<file path="config.mk">
export PLATFORM = sky130hd
export DESIGN_NAME = inst_out
export DESIGN_NICKNAME = d
export VERILOG_FILES = /design/src/verilog/inst_out.sv
export VERILOG_INCLUDE_DIRS = /design/src /design/src/verilog
export SDC_FILE = /design/constraint.sdc
export NUM_CORES = 1
export LEC_CHECK = 0
export BUFFER_PORTS_ARGS = -buffer_cell sky130_fd_sc_hd__buf_2
export CORE_ASPECT_RATIO = 1.4
export CORE_MARGIN = 5
export CORE_UTILIZATION = 42
export DETAILED_ROUTE_END_ITERATION = 6
export PLACE_DENSITY = 0.87
export SLEW_MARGIN = 20
export SYNTH_ARGS = -nofsm -noshare
export SYNTH_HDL_FRONTEND = slang
export SYNTH_SLANG_ARGS = --single-unit
</file>
<file path="constraint.sdc">
create_clock -name clk -period 1.7 [get_ports clk]
set_input_delay 0.085 -clock clk [delete_from_list [all_inputs] [get_ports clk]]
set_output_delay 0.085 -clock clk [all_outputs]
set_load 0.02 [all_outputs]
</file>
<file path="src/verilog/ifu_defines.svh">
`ifndef IFU_DEFINES_SVH
`define IFU_DEFINES_SVH

// first fetch address out of reset
`define IFU_RESET_PC 64'h0000_0000_8000_0000

// pc and read beat width
`define IFU_XLEN 64

// read address width on the bus
`define IFU_ADDR_W 32

// 64-bit words behind the memory, counted from the reset pc
`define IFU_MEM_WORDS 256

// worst case wait cycles before arready, and again before rvalid
`define IFU_MAX_LAT 3

`endif

</file>
<file path="src/verilog/inst_out.sv">
`timescale 1ns/1ps
`include "ifu_defines.svh"

module inst_out (
   input  logic                 clk,
   input  logic                 rst_n,
   input  logic                 beat_valid,
   input  logic [`IFU_XLEN-1:0] beat_data,
   input  logic                 beat_err,
   input  logic [`IFU_XLEN-1:0] beat_pc,
   output logic [31:0]          inst,
   output logic [`IFU_XLEN-1:0] inst_pc,
   output logic                 inst_valid,
   output logic                 inst_fault
);

   // instruction picked out of the beat
   logic [31:0] inst_sel;

   // pc bit 2 picks the half of the 64-bit word
   // faulted fetch returns zero
   always_comb begin
      if (beat_err) begin
         inst_sel = 32'h0;
      end else if (beat_pc[2]) begin
         inst_sel = beat_data[`IFU_XLEN-1:`IFU_XLEN/2];
      end else begin
         inst_sel = beat_data[`IFU_XLEN/2-1:0];
      end
   end

   // strobe and fault flag
   always_ff @(posedge clk or negedge rst_n) begin
      if (!rst_n) begin
         inst_valid <= 1'b0;
         inst_fault <= 1'b0;
      end else begin
         // single cycle pulse per live beat
         inst_valid <= beat_valid;
         if (beat_valid) begin
            inst_fault <= beat_err;
         end
      end
   end

   // instruction and its pc, held until the next beat
   always_ff @(posedge clk) begin
      if (beat_valid) begin
         inst    <= inst_sel;
         inst_pc <= beat_pc;
      end
   end

endmodule

</file>
* Yosys cells after proc, flatten, opt, wreduce, memory -nomap -nowiden *
Cells that the tools add are included.
Widths: inputs -> output; s select.

operators by class
  mux-type cells = 1

operator list
  kind     number
  $mux 32  1

storage, ports and cells
  bits in registers = 98
  bits of input ports = 132
  output and inout bits = 98
  word-level logic and storage cells = 5

* Longest topological paths before layout *
  depth after elaboration = 1
  gate-level depth with buffers = 4
  mapped depth without buffers = 2

* Worst setup path before layout *
Ideal clock, no wire load.

  path type = in2reg
  start = input port beat_pc[2]
  end = register inst[3], data pin
  setup time = 0.256 ns
  data arrival time = 0.578 ns
  data required time = 1.444 ns
  slack = 0.866 ns
  stages = 4
  path buffers = 2
  cell sequence = buf_6 > buf_12 > mux2i_1 > nor2_2

between the ends
  word-level cells in the longest chain between the ends = 1

RTL lines
  element                 RTL line        RTL
  start: declaration      inst_out.sv:10  input logic [`IFU_XLEN-1:0] beat_pc,
  $mux 32                 inst_out.sv:25  end else if (beat_pc[2]) begin
  end signal: assignment  inst_out.sv:49  inst <= inst_sel;
  end: declaration        inst_out.sv:11  output logic [31:0] inst,

No other way between the ends.
A chain may end at the register's enable or synchronous reset.

* Final worst setup path *
  start = register inst_pc[0]
  end = output port inst_pc[0]

RTL lines
  element                   RTL line        RTL
  start: declaration        inst_out.sv:12  output logic [`IFU_XLEN-1:0] inst_pc,
  start signal: assignment  inst_out.sv:50  inst_pc <= beat_pc;

No word-level cell between the ends.

==> flow_metrics.tcl <==
set metrics [dict create \
    r2r_start "inst_fault" \
    routedWlPerCell_um 19.1 \
    worst_pin_slew_ns 0.653 \
    hpwl_mm 7.42 \
    dr_total_vias 2666 \
    synthAdderAreaFrac 0 \
    holdPathEnd "inst_valid" \
    synth.top_cell.area_share 0.828 \
    ys_seq_area_frac 0.843 \
    setup-violations-final 0 \
    fmax_ghz 0.973 \
    layout.nets 605 \
    clk_pin_slew_ns 0.06 \
    die_h_um 118 \
    drive_gt1_frac 0.525 \
    cp_data_required_time_ns 1.62 \
    yosysUniqueCellTypes 10 \
    min_path_cells 1 \
    clock-sinks 98 \
    synth_top_family_by_area "multiplexers" \
    areaGrowthSynthToFinish_pct 62.2 \
    routed_via_density 4.58 \
    cp_num_buf_inv 1 \
    drcViolationCount 0 \
    synth-simple-area-share 0.0360 \
    clock_latency_ns 0.33 \
    hold_violations 0 \
    grt_max_degree 56 \
    port_buffers 229 \
    coreArea_um2 8150 \
    stdcell_count 582 \
    dp_cells 500 \
    die_x_um 86.9 \
    cts_buffers 9 \
    die_area_um2 10200 \
    synth-compound-area-share 0 \
    cts_buffer_depth 2 \
    initial_core_util 0.427 \
    finalCritPeriodShare 0.604 \
    rsz0062_at_grt "false" \
    fin_worst_skew_ns 0 \
    htreeDepth 3 \
    maxSlewHeadroom 0.565 \
    globalplace.congestion 0.751 \
    grtUsageTotal 0.207 \
    r2r_setup_slack_ns 0.96 \
    p_per_area_nw_per_um2 1000 \
    synthMuxAreaShare 0.0953 \
    drt_iter0_markers 141 \
    post-cts-setup-buffer-count 0 \
    grt-ovfl-total 0 \
    min_path_type "input pin to register" \
    cp_slowest_stage_delay_ns 0.43 \
    start_kind "register" \
    reg2reg_depth 1 \
    cp_top_family "flip-flops" \
    wl_mm 11.1 \
    cts_root_buf "clkbuf_16" \
    min_period_ns 1.03 \
    synth_xor_area_frac 0 \
    synth_fp_nets 303 \
    syn_avg_cell_area_um2 20.3 \
    drt.antenna.violating_nets 0 \
    rows 39 \
    slew_viol_final 0 \
    grt_pass1_wl_mm 15.5 \
    crit_fanout 1 \
    antenna_found_initial 2 \
    grt_pass1_vias 2915 \
    synth_cells 171 \
    final.setup.tns_ns 0 \
    io_pins 230 \
    post-synth-top-area-cell "edfxtp_1" \
    r2r_end "inst_fault" \
    syn_area_um2 3480 \
    path_cells "buf_2" \
    outcome "finished, final reports clean" \
    crit_arrival_ns 0.94 \
    ys_ff_latch 98 \
    yosys-top-cells-area "edfxtp_1, mux2i_1, nor2_1" \
    p_leak_nw 2.55 \
    crit_type "register to primary output" \
    cts_tree "built" \
    ir_drop_mv 0.615 \
    cap_violations 0 \
    hold_path.startpoint "beat_valid" \
    end_kind "primary output" \
    cp_slowest_cell "edfxtp_1" \
    drt_pass1_iterations 5 \
    ys_warn_count 0 \
]
## per-layer routing
metal / routed length, µm / GRT usage
met4: 273 / 0.0936
met2: 6250 / 0.392
met3: 1160 / 0.0609
met5: 0 / 0
met1: 3400 / 0.194
## how the worst max path moves through the flow
| stage | from | end | slack [ns] | depth (start not counted) |
|---|---|---|---|---|
| finish | inst_pc[0] | inst_pc[0] | 0.67 | 1 |
| global route | inst_pc[0] | inst_pc[0] | 0.65 | 1 |
| CTS | inst_pc[0] | inst_pc[0] | 0.68 | 1 |
| detailed placement | beat_pc[2] | inst[3] | 0.44 | 4 |
| global placement | beat_pc[2] | inst[3] | 0.50 | 4 |
| floorplan | beat_pc[2] | inst[3] | 0.87 | 4 |
## registers in the layout, summed over array words and instances, names as in the netlist
signal and cells:
inst_fault 1, inst 32, inst_valid 1, inst_pc 64
## logic make-up (layout without fill, tap and decap cells)
kind of cell	after synthesis	count (layout)
DFF	98	98
and+or+nand+nor	32	32
muxes	33	33
other	0	2
buffers and inverters	8	315
## cell usage after synthesis
library cell	number
buf_2	3
buf_12	3
nor2_1	30
buf_6	1
edfxtp_1	96
mux2i_1	32
nor2_2	2
clkbuf_1	1
dfrtp_1	2
mux2_2	1
## timing repair
action,in CTS,in global routing
hold buffers,64,0
gates resized for setup,0,0
endpoints found under the hold margin,65,0
## layout make-up
cell class / count / area [µm²]
Clock inverter: 4 / 27.5
Multi-Input combinational cell: 65 / 457
Tap cell: 102 / 128
Antenna cell: 2 / 5.00
Timing Repair Buffer: 299 / 1860
Sequential cell: 98 / 2930
Fill cell: 543 / 2500
Clock buffer: 12 / 236
## metrics by stage
| step | worst slack, ns | utilization | hold WS (ns) | cell area (µm²) | total power [mW] |
|---|---|---|---|---|---|
| global route | 0.653 | 0.693 | 0.0645 | 5650 | 5.87 |
| CTS | 0.675 | 0.692 | 0.0400 | 5640 | 5.70 |
| detailed placement | 0.443 | 0.581 | -0.129 | 4740 | 3.76 |
| finish | 0.672 | 0.693 | 0.0590 | 5650 | 5.67 |
| global placement | 0.497 | 0.581 | -0.131 | 4740 | 3.72 |
| floorplan | 0.866 | - | -0.211 | 3480 | 3.35 |
## placed cells by master, fill, tap and decap left out
cell / Yosys / final
buf_2: 3 / 228
edfxtp_1: 96 / 96
dlygate4sd3_1: 0 / 64
mux2i_1: 32 / 32
nor2_1: 30 / 30
clkbuf_16: 0 / 9
buf_4: 0 / 5
clkbuf_1: 1 / 3
diode_2: 0 / 2
nor2_2: 2 / 2
clkinv_2: 0 / 2
dfrtp_1: 2 / 2
buf_12: 3 / 2
mux2_2: 1 / 1
inv_6: 0 / 1
clkinv_4: 0 / 1
## report_power, final
part / internal [mW] / total [mW] / switching (mW) / leakage [nW]
clock: 0.997 / 1.83 / 0.837 / 0.131
combinational: 0.388 / 0.908 / 0.520 / 1.46
sequential: 2.87 / 2.93 / 0.0574 / 0.958
Power figures use the tool's default switching activity.
