[src/verilog/ifu_defines.svh]
`ifndef IFU_DEFINES_SVH
`define IFU_DEFINES_SVH

// first fetch address out of reset
`define IFU_RESET_PC 64'h0000_0000_8000_0000

// pc and read beat width
`define IFU_XLEN 64

// read address width on the bus
`define IFU_ADDR_W 32

// 64-bit words behind the memory, counted from the reset pc
`define IFU_MEM_WORDS 256

// worst case wait cycles before arready, and again before rvalid
`define IFU_MAX_LAT 3

`endif

[src/verilog/pc_gen.sv]
`timescale 1ns/1ps
`include "ifu_defines.svh"

module pc_gen (
   input  logic                 clk,
   input  logic                 rst_n,
   input  logic [`IFU_XLEN-1:0] dnpc,
   input  logic                 pc_update,
   input  logic                 advance,
   output logic [`IFU_XLEN-1:0] pc,
   output logic                 redirect
);

   // next pc
   // a redirect from the core beats the sequential step
   logic [`IFU_XLEN-1:0] pc_nxt;

   always_comb begin
      pc_nxt = pc;
      if (pc_update) begin
         pc_nxt = dnpc;
      end else if (advance) begin
         // fixed 4-byte instructions, no compressed
         pc_nxt = pc + `IFU_XLEN'd4;
      end
   end

   always_ff @(posedge clk or negedge rst_n) begin
      if (!rst_n) begin
         pc       <= `IFU_RESET_PC;
         redirect <= 1'b0;
      end else begin
         pc       <= pc_nxt;
         // high in the same cycle the new pc shows up
         // lets the controller drop whatever read is in flight
         redirect <= pc_update;
      end
   end

   // targets from the core must be word aligned
   // otherwise the half select downstream picks the wrong word
   a_dnpc_aligned : assert property (
      @(posedge clk) disable iff (!rst_n)
      pc_update |-> (dnpc[1:0] == 2'b00)
   ) else $error("pc_gen: misaligned redirect target %h", dnpc);

endmodule
[config.mk]
export PLATFORM = sky130hd
export DESIGN_NAME = pc_gen
export DESIGN_NICKNAME = d
export VERILOG_FILES = /design/src/verilog/pc_gen.sv
export VERILOG_INCLUDE_DIRS = /design/src /design/src/verilog
export SDC_FILE = /design/constraint.sdc
export NUM_CORES = 1
export LEC_CHECK = 0
export BUFFER_PORTS_ARGS = -buffer_cell sky130_fd_sc_hd__buf_2
export CORE_MARGIN = 5
export CORE_UTILIZATION = 47
export CTS_BUF_LIST = sky130_fd_sc_hd__clkbuf_4
export CTS_CLUSTER_SIZE = 20
export DETAILED_ROUTE_END_ITERATION = 8
export PLACE_DENSITY = 0.86
export SYNTH_ARGS = -nofsm -noshare
export SYNTH_HDL_FRONTEND = slang
export SYNTH_SLANG_ARGS = --single-unit
[constraint.sdc]
create_clock -name clk -period 2.7 [get_ports clk]
set_clock_uncertainty 0.15 [all_clocks]
set_input_delay 0.405 -clock clk [delete_from_list [all_inputs] [get_ports clk]]
set_output_delay 0.405 -clock clk [all_outputs]
set_load 0.1 [all_outputs]
# == Word level (Yosys, flattened, before mapping) ==
# Index checks and enable logic that the tools add are counted.
# classes
addsub,1
mul,0
n_div,0
magnitude_cmp,0
eq_ne,0
n_shift,0
muxes,2
bitwise,0
n_reduce_logical,1
# ops
operator,count
64-bit two-way mux,2
"64-bit by 3-bit adder with 64-bit output, second input constant",1
2-bit nonzero test,1
# totals
ff_bits,65
latchBits,0
ram_bits,0
romBits,0
inputBits,68
out_inout_bits,65
elab_cells,6
memories,0

# == Depth between registers and ports, before layout ==
# depth
word_depth,3
ltp_mapped,7
depth_no_buf,6

# == Least setup slack after synthesis ==
# OpenSTA, ideal clock, no wires.
# synth_path
path_type,flip-flop to flip-flop
start,register pc[32]
end,register pc[63]
setup_time_ps,82
t_arrival_ps,2774
t_required_ps,2468
setup_slack_ps,-306
path_stages_with_launch,6
path_buffers,0
period_less_slack_ps,3006
path_cell_list,dfrtp_1 -> nand4_1 -> nor4_2 -> nand3_2 -> or4_1 -> a31oi_1
# synth_via
elab_chain_len,3
# synth_rtl
item,line_no,rtl
"start, declared",pc_gen.sv:10,"output logic [`IFU_XLEN-1:0] pc,"
"start signal, assigned",pc_gen.sv:30,pc <= `IFU_RESET_PC;
"start signal, assigned",pc_gen.sv:33,pc <= pc_nxt;
64-bit by 3-bit adder with 64-bit output,pc_gen.sv:24,pc_nxt = pc + `IFU_XLEN'd4;
64-bit two-way mux,pc_gen.sv:22,end else if (advance) begin
64-bit two-way mux,pc_gen.sv:20,if (pc_update) begin
# Every way passes these cells. The select of a mux whose other input is x is not followed.
# A chain may end at the register's enable or synchronous reset.

# == Worst setup path after layout ==
# layout_path
start,register pc[31]
end,register pc[63]
# Same word-level chain as after synthesis.

==> flow_summary.toml <==
[worst_setup_path]
rr_startpoint = "pc[31]"
startpoint = "pc[31]"
cpPeakStageDelay_ns = 0.65
required_ns = 2.90
cp-end-kind = "flip-flop"
endpoint = "pc[63]"
slowest_stage = "dfstp_4"
critPathArrivalTime_ns = 2.64
cp-start-kind = "flip-flop"
cp_cell_sequence = "nand4_1, buf_4, nor4_4, nand3_2, or4_1, a31oi_1"
path_class = "reg -> reg"
worstReg2RegEnd = "pc[63]"
cp_max_fo = 9
worst-r2r-setup-slack_ns = 0.26
reg2regPathDepth = 6

[clock_tree]
tritoncts = "built"
cts.sinks = 65
numCtsBuffers = 9
clock_latency_ns = 0.42
clkTransAtPathRegs_ns = 0.11
root_buffer = "clkbuf_4"
cts_resized = 0
clock_tree.buffer_depth = 2
htree_levels = 3

[timing]
min_period_ns = 2.44
slew_headroom_pct = 48.8
clock.fmax_ghz = 0.411
final_max_slew_viol_count = 0
hold_viol = 0
tightest_slew_ns = 0.766
fin_tns_setup_ns = 0
final-setup-viol-count = 0
rsz0062_at_grt = "false"
period_share_pct = 90.2
fin_ws_ns = 0.264

[synthesis]
synthSimpleGateAreaFrac_pct = 31.1
synth_top_family_by_area = "simple AND/OR/NAND/NOR gates"
synth-edff-count = 0
ys_types = 39
muxShareOfSynthArea_pct = 1.98
avgSynthCellArea_um2 = 8.80
synth_xor_area_share_pct = 11.1
synth.yosys.seq_area_share_pct = 42.9
synth_top_area_share_pct = 42.2
postSynthCellCount = 431
syn_area_mm2 = 0.00379
synth_warnings = 0
ys.flop_type = "dfrtp_1"
mappedNetlistNets = 500
synth-async-reset-ratio_pct = 100
synth-compound-area-share_pct = 10.3
ys_ff_latch = 65
yosys-top-cells-area = "dfrtp_1 (42%), xor2_1 (7.4%), nand2_1 (7.1%)"
yosysTopAreaCell = "dfrtp_1"
synthAdderAreaFrac_pct = 0.330

[layout]
drive_above_1_share_pct = 37.3
antenna_cells = 0
fill_cells = 679
layout-area-overhead-vs-synth_pct = 26.9
final_cells = 676
fin_nets = 638

[pwr]
p_leak_nw = 1.98
cellPowerDensity_mw_per_mm2 = 615
irDropWorstVdd_mv = 0.313

[drt]
vias_per_cell = 5.65
drtPass1Iterations = 7
drtAntennaViolNets = 0
finalWirelength_um = 11200
drc = 0
post_drt_wl_per_cell_um = 16.5
num_vias = 3817
drtIter0Drc = 255

[floorplan]
coreArea_mm2 = 0.00781
die-height_um = 99.9
start_util_pct = 48.6
dieArea_mm2 = 0.00997
placementRows = 32
boundaryPins = 133
die_w_um = 99.9

[job]
max-cap-violations = 0

[placement]
dpl.cell_count = 659
place.gp.congestion = 0.863
dp_hpwl_um = 8510
port_buffers = 132
pre_cts_slack_ns = 0.304

[global_route]
grt-ovfl-total = 0
grt_pass1_vias = 3778
grt_pass1_wl_um = 18000
antenna_found_initial = 0
grtUsageTotal_pct = 22.4
grt_max_degree = 66

[min_path]
hold_class = "in -> reg"

[run_status]
status = "complete, no violations"
worst max-delay path, delay by kind of cell, from the launching register on:
kind,cells,cell delay [ns]
buffers and inverters,1,0.24
AOI/OAI and AO/OA,1,0.17
and+or+nand+nor,4,1.17
DFF,1,0.65
area by class of cell:
class | count | area (um2) | share of cell area, %
clock buffer | 12 | 90.1 | 1.87
clock inverter | 4 | 43.8 | 0.909
inverter | 7 | 26.3 | 0.546
multi-input combinational | 343 | 2090 | 43.4
sequential | 65 | 1680 | 34.9
tap | 102 | 128 | 2.65
timing repair buffer | 143 | 758 | 15.7
power breakdown:
group | internal [mW] | switching (mW) | total, mW
combinational | 0.199 | 0.890 | 1.09
clock | 0.308 | 0.349 | 0.658
sequential | 1.08 | 0.138 | 1.21
total | 1.58 | 1.38 | 2.96
metal layers:
metal	wire length (um)	global-route usage [%]
met1	4680	28.4
met2	5440	37.5
met3	885	6.18
met4	174	6.41
met5	0	0
worst min-delay path by stage:
| stage | from | to | slack, ns | cells past startpoint |
|---|---|---|---|---|
| after CTS | dnpc[9] | pc[9] | 0.02 | 3 |
| after floorplan | rst_n | pc[0] | -0.04 | 0 |
| after detailed placement | rst_n | pc[23] | 0.30 | 1 |
| final | dnpc[9] | pc[9] | 0.03 | 3 |
| after global routing | dnpc[12] | pc[12] | 0.007 | 3 |
| after global placement | rst_n | pc[23] | 0.29 | 1 |
synthesized netlist by cell type (all sizes together), types with 10 or more instances:
cell type / instances
a31oi: 10
clkbuf: 15
dfrtp: 64
nand2: 72
nand3: 24
nand4: 37
nor2: 26
nor3: 10
nor4: 14
o21ai: 52
xnor2: 16
xor2: 32
cell families after synthesis:
family	count (synthesis)
AO/OA/AOI/OAI	71
XOR/XNOR	48
adder cells (fa/ha/maj)	1
buffers and inverters	23
flip-flops	65
multiplexers	7
AND/OR/NAND/NOR	216
layout by cell type (no fill, tap or decap), types with 10 or more instances in the layout:
cell type	n
nor4_1	10
xor2_1	32
dfrtp_1	24
buf_2	132
a31oi_1	10
nor2_1	26
nand4_1	35
xnor2_1	16
clkbuf_4	12
dfrtp_2	40
nand2_1	72
nand3_1	23
o21ai_0	52
flip-flops by register name (all words and copies together), names as in the netlist:
name,cells
redirect,1
pc,64
stage by stage:
stage	total power, mW	hold slack [ns]	instance area (um2)	utilization [%]
floorplan	2.06	-0.0406	3860	-
global placement	2.30	0.290	4670	59.8
detailed placement	2.32	0.296	4670	59.8
CTS	2.98	0.0159	4820	61.7
global route	3.09	0.00703	4820	61.7
finish	2.96	0.0316	4820	61.7
repair_timing:
action / in CTS / in global routing
setup buffers: 0 / 0
setup endpoints to repair: 0 / 0
hold buffers: 1 / 0
endpoints found under the hold margin: 25 / 0
No activity file was read; power rests on OpenSTA's default activity.
