==> src/verilog/ifu_defines.svh <==
`ifndef IFU_DEFINES_SVH
`define IFU_DEFINES_SVH

// first fetch address out of reset
`define IFU_RESET_PC 64'h0000_0000_8000_0000

// pc and read beat width
`define IFU_XLEN 64

// read address width on the bus
`define IFU_ADDR_W 32

// 64-bit words behind the memory, counted from the reset pc
`define IFU_MEM_WORDS 256

// worst case wait cycles before arready, and again before rvalid
`define IFU_MAX_LAT 3

`endif

==> src/verilog/ifu_pkg.sv <==
package ifu_pkg;

   // fetch controller states
   // idle  one cycle between beats, latches the next pc
   // addr  arvalid up, waiting for arready
   // data  address taken, waiting for the beat
   typedef enum logic [1:0] {
      fs_idle = 2'd0,
      fs_addr = 2'd1,
      fs_data = 2'd2
   } fetch_state_e;

   // read response kinds
   // err comes back for addresses outside the memory
   typedef enum logic {
      resp_okay = 1'b0,
      resp_err  = 1'b1
   } rd_resp_e;

endpackage

==> src/verilog/ifu_rd_if.sv <==
`timescale 1ns/1ps
`include "ifu_defines.svh"

interface ifu_rd_if;

   // address channel
   logic                   arvalid;
   logic [`IFU_ADDR_W-1:0] araddr;
   logic                   arready;

   // read channel, one 64-bit beat per address
   logic                   rvalid;
   logic [`IFU_XLEN-1:0]   rdata;
   ifu_pkg::rd_resp_e      rresp;
   logic                   rready;

   // fetch side
   modport master (
      output arvalid,
      output araddr,
      input  arready,
      input  rvalid,
      input  rdata,
      input  rresp,
      output rready
   );

   // memory side
   modport slave (
      input  arvalid,
      input  araddr,
      output arready,
      output rvalid,
      output rdata,
      output rresp,
      input  rready
   );

endinterface

==> src/verilog/fetch_ctrl.sv <==
`timescale 1ns/1ps
`include "ifu_defines.svh"

module fetch_ctrl (
   input  logic                 clk,
   input  logic                 rst_n,
   input  logic [`IFU_XLEN-1:0] pc,
   input  logic                 redirect,
   output logic                 advance,
   ifu_rd_if.master             bus,
   output logic                 beat_valid,
   output logic [`IFU_XLEN-1:0] beat_data,
   output logic                 beat_err,
   output logic [`IFU_XLEN-1:0] beat_pc
);

   ifu_pkg::fetch_state_e state;
   ifu_pkg::fetch_state_e state_nxt;

   // pc the outstanding read was issued for
   logic [`IFU_XLEN-1:0] issue_pc;
   // read in flight belongs to a pc that was redirected away
   logic                 stale;
   logic                 ar_fire;
   logic                 r_fire;
   logic                 drop;

   assign ar_fire = bus.arvalid && bus.arready;
   assign r_fire  = bus.rvalid && bus.rready;

   // a redirect landing on the beat cycle also kills that beat
   assign drop = stale || redirect;

   always_comb begin
      state_nxt = state;
      case (state)
         ifu_pkg::fs_idle: begin
            state_nxt = ifu_pkg::fs_addr;
         end
         ifu_pkg::fs_addr: begin
            if (ar_fire) begin
               state_nxt = ifu_pkg::fs_data;
            end
         end
         ifu_pkg::fs_data: begin
            if (r_fire) begin
               state_nxt = ifu_pkg::fs_idle;
            end
         end
         default: begin
            state_nxt = ifu_pkg::fs_idle;
         end
      endcase
   end

   always_ff @(posedge clk or negedge rst_n) begin
      if (!rst_n) begin
         state <= ifu_pkg::fs_idle;
         stale <= 1'b0;
      end else begin
         state <= state_nxt;
         // beat consumed, stale or not, so start clean
         if (state == ifu_pkg::fs_data && r_fire) begin
            stale <= 1'b0;
         end else if (redirect && state != ifu_pkg::fs_idle) begin
            stale <= 1'b1;
         end
      end
   end

   // idle samples the pc, already advanced or redirected by then
   always_ff @(posedge clk) begin
      if (state == ifu_pkg::fs_idle) begin
         issue_pc <= pc;
      end
   end

   // bus side
   assign bus.arvalid = (state == ifu_pkg::fs_addr);
   assign bus.araddr  = issue_pc[`IFU_ADDR_W-1:0];
   // always ready for the beat
   assign bus.rready  = 1'b1;

   // only live beats move the pc and reach the output stage
   assign beat_valid = (state == ifu_pkg::fs_data) && r_fire && !drop;
   assign advance    = beat_valid;
   assign beat_data  = bus.rdata;
   assign beat_err   = (bus.rresp == ifu_pkg::resp_err);
   assign beat_pc    = issue_pc;

   // no beat while the address is still on offer
   a_no_beat_addr : assert property (
      @(posedge clk) disable iff (!rst_n)
      (state == ifu_pkg::fs_addr) |-> !bus.rvalid
   ) else $error("fetch_ctrl: read beat arrived before the address was accepted");

   // the memory answers only after an address was accepted
   a_no_beat_idle : assert property (
      @(posedge clk) disable iff (!rst_n)
      (state == ifu_pkg::fs_idle) |-> !r_fire
   ) else $error("fetch_ctrl: read beat taken with no read outstanding");

endmodule

==> src/flat_wrapper.sv <==
// flat-port wrapper written by rule: the top's interface ports become plain ports
module fetch_ctrl_flat 
  (clk, rst_n, pc, redirect, advance, beat_valid, beat_data, beat_err, beat_pc, bus_arvalid, bus_araddr, bus_arready, bus_rvalid, bus_rdata, bus_rresp, bus_rready);
  ifu_rd_if bus_i ();
  input  logic clk;
  input  logic rst_n;
  input  logic [`IFU_XLEN-1:0] pc;
  input  logic redirect;
  output logic advance;
  output logic beat_valid;
  output logic [`IFU_XLEN-1:0] beat_data;
  output logic beat_err;
  output logic [`IFU_XLEN-1:0] beat_pc;
  output wire logic [$bits(bus_i.arvalid)-1:0] bus_arvalid;
  output wire logic [$bits(bus_i.araddr)-1:0] bus_araddr;
  input wire logic [$bits(bus_i.arready)-1:0] bus_arready;
  input wire logic [$bits(bus_i.rvalid)-1:0] bus_rvalid;
  input wire logic [$bits(bus_i.rdata)-1:0] bus_rdata;
  input wire logic [$bits(bus_i.rresp)-1:0] bus_rresp;
  output wire logic [$bits(bus_i.rready)-1:0] bus_rready;
  assign bus_arvalid = bus_i.arvalid;
  assign bus_araddr = bus_i.araddr;
  assign bus_i.arready = bus_arready;
  assign bus_i.rvalid = bus_rvalid;
  assign bus_i.rdata = bus_rdata;
  assign bus_i.rresp = bus_rresp;
  assign bus_rready = bus_i.rready;
  fetch_ctrl u_core (.clk(clk), .rst_n(rst_n), .pc(pc), .redirect(redirect), .advance(advance), .bus(bus_i), .beat_valid(beat_valid), .beat_data(beat_data), .beat_err(beat_err), .beat_pc(beat_pc));
endmodule
==> config.mk <==
export PLATFORM = sky130hd
export DESIGN_NAME = fetch_ctrl_flat
export DESIGN_NICKNAME = d
export VERILOG_FILES = /design/src/verilog/ifu_pkg.sv /design/src/verilog/ifu_rd_if.sv /design/src/verilog/fetch_ctrl.sv /design/src/flat_wrapper.sv
export VERILOG_INCLUDE_DIRS = /design/src /design/src/verilog
export SDC_FILE = /design/constraint.sdc
export NUM_CORES = 1
export LEC_CHECK = 0
export BUFFER_PORTS_ARGS = -buffer_cell sky130_fd_sc_hd__buf_2
export CORE_AREA = 4 4 112 114
export CTS_CLUSTER_DIAMETER = 120
export DETAILED_ROUTE_END_ITERATION = 12
export DIE_AREA = 0 0 116 118
export GPL_TIMING_DRIVEN = 1
export PLACE_DENSITY_LB_ADDON = 0.1
export SETUP_SLACK_MARGIN = 0.3
export SYNTH_ARGS = -nofsm -noshare
export SYNTH_HDL_FRONTEND = slang
export SYNTH_SLANG_ARGS = --single-unit
==> constraint.sdc <==
create_clock -name clk -period 4.5 [get_ports clk]
set_input_delay 0.9 -clock clk [delete_from_list [all_inputs] [get_ports clk]]
set_output_delay 0.9 -clock clk [all_outputs]
set_load 0.03 [all_outputs]
---- Yosys cells after proc, flatten, opt, wreduce, memory -nomap -nowiden ----
Index checks and enable logic that the tools add are counted.
word-level totals
  register bits ........................... 67
  bits in latches ......................... 0
  bits in writable memories ............... 0
  memory bits (read-only) ................. 0
  output and inout bits ................... 165
  word-level logic and storage cells ...... 22
  memories ................................ 0
operators by class
  add/sub/neg operators ................... 0
  multipliers ............................. 0
  div/mod/pow operators ................... 0
  $lt $le $gt $ge ......................... 0
  equality and inequality tests ........... 4
  shifts and indexed selects .............. 0
  multiplexer cells ....................... 5
  bitwise logic cells ..................... 0
  reductions and logical operators ........ 10
operators by type and width
  operator                                       count
  case mux 2 bit (3 select lines)                1
  logical AND 1 bit                              4
  two-way mux 2 bit                              2
  != test 2 bit, second input constant           2
  nonzero test 2 bit                             2
  == test 2 x 1 -> 1 bit, second input constant  1
  == test 2 bit, second input constant           1
  logical NOT 2 bit                              1
  two-way mux 1 bit                              2
  AND reduction 2 bit                            1
  logical NOT 1 bit                              1
  logical OR 1 bit                               1

---- Depth between registers and ports, before layout ----
Gate-level depths: netlist of the first run.
  word-level depth ........................ 4
  gate-level depth with buffers ........... 3

---- Worst setup path before layout of the first run ----
No wires, ideal clock.
  path type ............................... flip-flop to flip-flop
  start ................................... register u_core.state[0]
  end ..................................... register u_core.issue_pc[0], in the netlist u_core.beat_pc[0], enable pin
  arrival ................................. 3,110 ps
  required time ........................... 4,014 ps
  slack ................................... 904 ps
  stages on the path, launching flop included .. 2
  path buffers ............................ 0
  clock period less this slack ............ 3,596 ps
  cells stage by stage .................... dfrtp_1 nor2_1
between the ends
  longest elaborated chain between the ends .. 1
RTL lines
  element                 RTL line          source
  start, declared         fetch_ctrl.sv:17  ifu_pkg::fetch_state_e state;
  start signal, assigned  fetch_ctrl.sv:58  state <= ifu_pkg::fs_idle;
  start signal, assigned  fetch_ctrl.sv:61  state <= state_nxt;
  logical NOT 2 bit       fetch_ctrl.sv:73  if (state == ifu_pkg::fs_idle) begin
  end signal, assigned    fetch_ctrl.sv:74  issue_pc <= pc;
  end, declared           fetch_ctrl.sv:21  logic [`IFU_XLEN-1:0] issue_pc;
Every way passes these cells.
A chain may end at the register's enable or synchronous reset.

---- Worst setup path after layout of the first run ----
  start ................................... input redirect
  end ..................................... output advance
between the ends
  longest elaborated chain between the ends .. 3
RTL lines
  element            RTL line           source
  start, declared    flat_wrapper.sv:8  input logic redirect;
  logical OR 1 bit   fetch_ctrl.sv:32   assign drop = stale || redirect;
  logical NOT 1 bit  fetch_ctrl.sv:85   assign beat_valid = (state == ifu_pkg::fs_data) && r_fire && !drop;
  logical AND 1 bit  fetch_ctrl.sv:85
  end, declared      flat_wrapper.sv:9  output logic advance;
Every way passes these cells.

==> metrics.md, run 1 <==
| Metric | Value |
|---|---|
| Status | finished clean |
| Critical path's top delay family | buffers and inverters |
| Post-Syn Area | 2800 µm² |
| Worst Path Buf+Inv | 2 |
| Post-CTS Hold Buffers | 0 |
| Critical path startpoint category | input pin |
| Final setup viols | 0 |
| Final instance area | 3360 µm² |
| Global-route wire length before repair | 12000 µm |
| Leak | 1.47 nW |
| Synth Area per Inst | 15.8 µm² |
| Switching Share | 41.4% |
| Sequential share of power | 38.3% |
| CTS sink count | 67 |
| # fillers | 1194 |
| Fin cells | 403 |
| Max Clk Rate | 404 MHz |
| Comb power frac | 37.9% |
| Starting Density | 24.6% |
| DR pass1 iterations | 4 |
| H-tree depth | 3 |
| Worst Skew | 0.00377 ns |
| DRT Wirelength | 9260 µm |
| Detailed Place HPWL | 7920 µm |
| Max-cap violations | 0 |
| Max Buffers Root-to-Sink | 2 |
| Gpl congestion | 0.736 |
| Dpl ws | 2.02 ns |
| Max rail drop VDD | 236 µV |
| Area added between synthesis and finish | 19.9% |
| Clk_lat worst skew | 0.32 ns |
| IO Pins | 299 |
| Setup TNS | 0 ns |
| Vias in the first global route | 1560 |
| CTS tree | yes |
| PortBufs | 167 |
| Synth warn | 0 |
| Gate Count Post-Synth | 177 |
| Placed Cells | 389 |
| Post-synth cell types | 12 |
| Worst setup margin | 2.03 ns |
| Syn Nets | 311 |
| Number of buffers created by CTS | 9 |
| Power density over the cells | 819 nW/µm² |
| Area of the multi-input gates | 67.6 µm² |
| Most used cell, CP | buf_2 |
| Tcrit/Tclk final | 55.0% |
| Via density | 3.79 |
| Total track usage | 12.9% |
| Critical-path top delay cell | nor4_1 |
| Req. time, crit path | 3.60 ns |
| Seq. cell area | 2000 µm² |
| Rel. slew slack | 41.6% |
| # resized after CTS | 0 |
| Gr ovfl total | 0 |
| Die X | 116 µm |
| Core Area | 11400 µm² |
| RSZ-0062 raised after global routing | no |
| Layout Nets | 391 |
| Initial antenna violation count | 0 |
| Slew Limit Fails | 0 |
| Largest net degree at the start of global routing | 36 |
| Peak fanout along the critical path | 2 |
| Fin util | 29.4% |
| Layout cell share with drive strength beyond 1 | 69.2% |
| Die Y-Extent | 118 µm |
| Seq cells post-synth | 67 |
| Root buf cell | clkbuf_16 |
| Post-Place Cell Area | 3090 µm² |
| Hold Vio Cnt, Final | 0 |
| Full die area | 13700 µm² |
| Commonest non-fill, non-tap cell in the layout | buf_2 |
| Commonest non-fill, non-tap cells in the layout | buf_2 (167), edfxtp_1 (64), clkbuf_16 (9) |
| Wire per inst | 23.0 µm |
| Initial DRC count | 44 |
| Worst Tran Pin Value | 0.874 ns |
| Reg clk slew, reported paths | 0.05 ns |
| Inserted Diodes | 0 |
| CP peak stage delay | 0.31 ns |
| WS Path Type | in2out |
| Clk pwr share | 23.8% |
| Rows | 39 |
| Sequential share of the synthesized area | 71.2% |
| Final min period | 2.47 ns |
| Via count | 1526 |
| Total internal power | 1.61 mW |
| Worst Hold Class | in2async |
| Post-route ant nets | 0 |
| Post CTS Setup Buffer Count | 0 |
| CP Capture Type | output port |
| Drt drc | 0 |
| Cell-by-cell trace of the critical path | buf_2 > nor4_1 > buf_2 |
| CP Data Arrival Time | 1.57 ns |
| Sw Pwr | 1.14 mW |
[metal layers]
layer / share of wire [%] / global-route usage, % / vias to the layer above
li1: - / - / 665
met1: 27 / 11.0 / 708
met2: 53 / 22.2 / 136
met3: 18 / 9.46 / 15
met4: 1.5 / 4.57 / 2
met5: 0.80 / 4.31 / -
[metrics by stage]
stage / hold WS, ns / power [mW]
CTS: 0.353 / 2.81
global route: 0.350 / 2.90
detailed placement: 0.541 / 2.14
finish: 0.370 / 2.75
floorplan: 0.472 / 2.02
global placement: 0.531 / 2.14
[sequential cells by signal, indices dropped and copies added (netlist names)]
signal,count
u_core.stale,1
u_core.beat_pc,64
u_core.state,2
[power groups by stage]
stage | Sequential [mW] | Clock (mW) | Combinational [mW]
final | 1.05 | 0.656 | 1.04
after global routing | 1.08 | 0.717 | 1.10
after CTS | 1.06 | 0.683 | 1.07
after detailed placement | 1.07 | 0 | 1.07
after global placement | 1.06 | 0 | 1.08
after floorplan | 1.47 | 0 | 0.549
[path summary, 6_finish.rpt]
path | from | end | slack (ns) | cells after the start
max | redirect | advance | 2.03 | 3
min | rst_n | u_core.state[1] | 0.37 | 1
max reg2reg | u_core.state[0] | u_core.beat_pc[28] | 2.40 | 2
min reg2reg | u_core.stale | u_core.stale | 0.55 | 1
max in group asynchronous | rst_n | u_core.stale | 4.02 | 1
min in group clk | u_core.stale | u_core.stale | 0.55 | 1
[kinds of logic (layout without fill, tap and decap cells)]
kind of cell | count (synthesis) | after routing | share of synthesized area (%)
buffers and inverters | 100 | 183 | 26.6
DFF | 67 | 67 | 71.2
and+or+nand+nor | 6 | 6 | 1.16
AOI/OAI and AO/OA | 3 | 3 | 0.848
other | 1 | 1 | 0.134
[cell usage after synthesis]
cell      count  area (µm²)
a21oi_1       1        5.00
a22o_1        1        8.76
buf_4        99         743
conb_1        1        3.75
dfrtp_1       3        75.1
edfxtp_1     64        1920
inv_1         1        3.75
nand2_1       1        3.75
nor2_1        1        3.75
nor2b_1       3        18.8
nor4_1        1        6.26
o32a_1        1        10.0
[area by class of cell]
cell class,instances,area share (%)
clock buffers,9,6.70
clock inverters,5,1.38
inverters,1,0.112
multi-input cells,10,2.01
flip-flops and latches,67,59.4
well taps,143,5.32
repair buffers,168,25.1
Power figures use the tool's default switching activity.
==> inputs of run 2 (changes only) <==
--- a/config.mk
+++ b/config.mk
@@ -6,11 +6,12 @@
 export SDC_FILE = /design/constraint.sdc
 export NUM_CORES = 1
 export LEC_CHECK = 0
+export ABC_AREA = 1
 export BUFFER_PORTS_ARGS = -buffer_cell sky130_fd_sc_hd__buf_2
-export CORE_AREA = 4 4 112 114
+export CORE_AREA = 4 4 113 115
 export CTS_CLUSTER_DIAMETER = 120
 export DETAILED_ROUTE_END_ITERATION = 12
-export DIE_AREA = 0 0 116 118
+export DIE_AREA = 0 0 117 119
 export GPL_TIMING_DRIVEN = 1
 export PLACE_DENSITY_LB_ADDON = 0.1
 export SETUP_SLACK_MARGIN = 0.3
==> constraint.sdc (replaced) <==
create_clock -name clk -period 2.3 [get_ports clk]
set_input_delay 0.46 -clock clk [delete_from_list [all_inputs] [get_ports clk]]
set_output_delay 0.46 -clock clk [all_outputs]
set_load 0.03 [all_outputs]
==> run 2 against run 1 <==
  * First-iteration DRC count grew 9.1%
  * Critical path depth is 1 higher
  * Setup slack worse by 1.4 ns
  * Global-route usage is 4.1 points lower
  * Sequential share of layout area decreased by 1.2 points
  * Sequential power grew 93%
  * Synthesized cell count grew 4.5%
  * Total power grew 100%
  * Hold slack lost 0.068 ns
  * Clock skew is 0.0038 ns higher
  * Register-to-register slack got worse by 1.5 ns
  * Via count grew 2.3%
  * Largest cell class unchanged
==> metrics.md, run 2 <==
| Metric | Value |
|---|---|
| DR pass1 iterations | 4 (unchanged) |
| Seq cells post-synth | 67 (unchanged) |
| Peak fanout along the critical path | 3 (+1) |
| DRT Wirelength | 6330 µm (-32%) |
| Die X | 117 µm (+0.86%) |
| Number of buffers created by CTS | 9 (unchanged) |
| Global-route wire length before repair | 8720 µm (-28%) |
| Power density over the cells | 1610 nW/µm² (+96%) |
| Via count | 1561 (+2.3%) |
| Synth warn | 0 (unchanged) |
| # fillers | 1227 (+2.8%) |
| Largest net degree at the start of global routing | 37 (+2.8%) |
| Worst setup margin | 0.617 ns (-1.41 ns) |
| Worst Skew | 0.00753 ns (+0.00376 ns) |
| Rows | 40 (+2.6%) |
| WS Path Type | reg2out |
| RSZ-0062 raised after global routing | no |
| Reg2Reg Depth | 4 (+2) |
| Async SR Flop Fraction | 4.48% (unchanged) |
| Layout Nets | 401 (+2.6%) |
| Commonest non-fill, non-tap cells in the layout | buf_2 (167), edfxtp_1 (64), clkbuf_16 (9) |
| Starting Density | 23.9% (-0.68 points) |
| Synth Area per Inst | 15.2 µm² (-3.8%) |
| Gr ovfl total | 0 (unchanged) |
| Via density | 3.73 (-1.4%) |
| Reg-to-reg startpoint | u_core.state[1] |
| RR Endpoint | u_core.beat_pc[28] |
| Largest register FFs | 64 (unchanged) |
| Inserted Diodes | 0 (unchanged) |
| Sequential share of the synthesized area | 70.8% (-0.41 points) |
| Tcrit/Tclk final | 73.2% |
| Vias in the first global route | 1558 (-0.13%) |
| Max Buffers Root-to-Sink | 2 (unchanged) |
| Layout cell share with drive strength beyond 1 | 69.4% (+0.14 points) |
| Post-synth cell types | 12 (unchanged) |
| Max Clk Rate | 594 MHz |
| Hold path endpoint | u_core.beat_pc[46] |
| Top cell type by total area after synthesis | edfxtp_1 |
| Clk_lat worst skew | 0.33 ns (about the same) |
| Final setup viols | 0 (unchanged) |
| # resized after CTS | 0 (unchanged) |
| Status | finished clean |
| Setup slack, reg-to-reg | 0.90 ns (-1.50 ns) |
| Commonest non-fill, non-tap cell in the layout | buf_2 |
| IO Pins | 299 (unchanged) |
| Die Y-Extent | 119 µm (+0.85%) |
| Core Area | 11800 µm² (+3.4%) |
| Initial DRC count | 48 (+9.1%) |
| Full die area | 13900 µm² (+1.7%) |
| Gpl congestion | 0.677 (-8.0%) |
| Final min period | 1.68 ns |
| Max-cap violations | 0 (unchanged) |
| WHS Path Cells | 1 |
| Drt drc | 0 (unchanged) |
| CP Capture Type | output port |
| Post-Syn Area | 2820 µm² (+0.58%) |
| Leak | 1.53 nW (+3.9%) |
| Crit. Startpoint | u_core.state[0] |
| CP Data Arrival Time | 1.22 ns (-0.35 ns) |
| Top cells by area, synth | edfxtp_1 (68%), buf_4 (26%), dfrtp_1 (2.7%), nand2_1 (0.67%), inv_1 (0.40%) |
| Min-delay src | pc[46] |
| Max rail drop VDD | 464 µV (+96%) |
| Synth top area share | 68.1% (-0.40 points) |
| CTS sink count | 67 (unchanged) |
| List of most frequent post-synthesis cells | buf_4 (99), edfxtp_1 (64), nand2_1 (5) |
| Reg clk slew, reported paths | 0.06 ns (about the same) |
| Detailed Place HPWL | 4980 µm (-37%) |
| Critical path startpoint category | flop |
| Setup TNS | 0 ns (unchanged) |
| Area added between synthesis and finish | 21.7% |
| Root buf cell | clkbuf_16 |
| Most common cell in the netlist | buf_4 |
| Req. time, crit path | 1.84 ns (-1.76 ns) |
| Slew Limit Fails | 0 (unchanged) |
| Gate Count Post-Synth | 185 (+4.5%) |
| Post-route ant nets | 0 (unchanged) |
| Post-synth top flop | edfxtp_1 |
| Number of synthesized flops with an enable pin | 64 (unchanged) |
| Syn Nets | 319 (+2.6%) |
| Worst Hold Class | in2reg |
| Area of the multi-input gates | 57.6 µm² (-15%) |
| Post-CTS Hold Buffers | 1 (+1) |
| Hold Vio Cnt, Final | 0 (unchanged) |
| Dpl ws | 0.839 ns (-1.18 ns) |
| Post CTS Setup Buffer Count | 0 (unchanged) |
| Initial antenna violation count | 2 (+2) |
| Total track usage | 8.77% (-4.1 points) |
| Seq. cell area | 2000 µm² (unchanged) |
| Wire per inst | 15.1 µm (-34%) |
| H-tree depth | 3 (unchanged) |
| CTS tree | yes |
| PortBufs | 167 (unchanged) |
run 2: cell count changes in the layout (fill, tap and decap cells not counted), moves of 3 or more:
| cell | change |
|---|---|
| nand2_1 | +4 |
| clkinv_1 | -3 |
| inv_2 | +3 |
| nor2_1 | +3 |
| nor2b_1 | -3 |
run 2: worst max-delay path, cell delays in order, from the launching register on:
cell and delay (ns):
dfrtp_1 0.40, inv_2 0.08, nand3_1 0.08, nor2_1 0.13, buf_2 0.21
run 2: routing by layer:
metal	part of all wire, %	vias up	GRT usage, %
met4	5.1	2	7.10
met3	15	32	5.89
li1	-	685	-
met1	35	719	9.06
met2	44	123	12.1
met5	0.11	-	0
run 2: logic make-up (layout without fill, tap and decap cells):
family,Yosys count,in the layout,share of synthesized area [%]
simple gates,11,11,1.73
compound gates,1,1,0.177
other cells,1,1,0.133
buf+inv,105,191,27.2
flops,67,67,70.8
run 2: area by class of cell:
type	count	area share, %
Timing Repair Buffer	170	25.1
Sequential cell	67	58.2
Multi-Input combinational cell	13	1.68
Clock inverter	5	2.30
Clock buffer	10	6.67
Inverter	6	0.765
Tap cell	147	5.36
run 2: worst max path at each step:
stage | endpoint | slack (ns) | cells after the start
after floorplan | u_core.beat_pc[0] | 0.49 | 3
after global routing | beat_valid | 0.51 | 4
after detailed placement | beat_valid | 0.84 | 5
final | beat_valid | 0.62 | 4
after global placement | beat_valid | 0.86 | 5
after CTS | beat_valid | 0.59 | 4
run 2: per-stage QoR:
stage | util [%] | std cells | area, µm² | power, mW | hold WS [ns]
2_1_floorplan | - | 185 | 2820 | 3.92 | 0.164
3_3_place_gp | 26.4 | 402 | 3120 | 4.18 | 0.263
3_5_place_dp | 26.4 | 402 | 3120 | 4.17 | 0.263
4_1_cts | 29.1 | 418 | 3430 | 5.64 | 0.285
5_1_grt | 29.1 | 418 | 3430 | 5.82 | 0.285
6_report | 29.1 | 418 | 3430 | 5.53 | 0.302
run 2: power by group:
group / leakage, nW / switching (mW) / internal (mW) / total [mW]
sequential: 0.644 / 0.141 / 1.89 / 2.03
combinational: 0.732 / 1.61 / 0.450 / 2.06
clock: 0.152 / 0.488 / 0.940 / 1.43
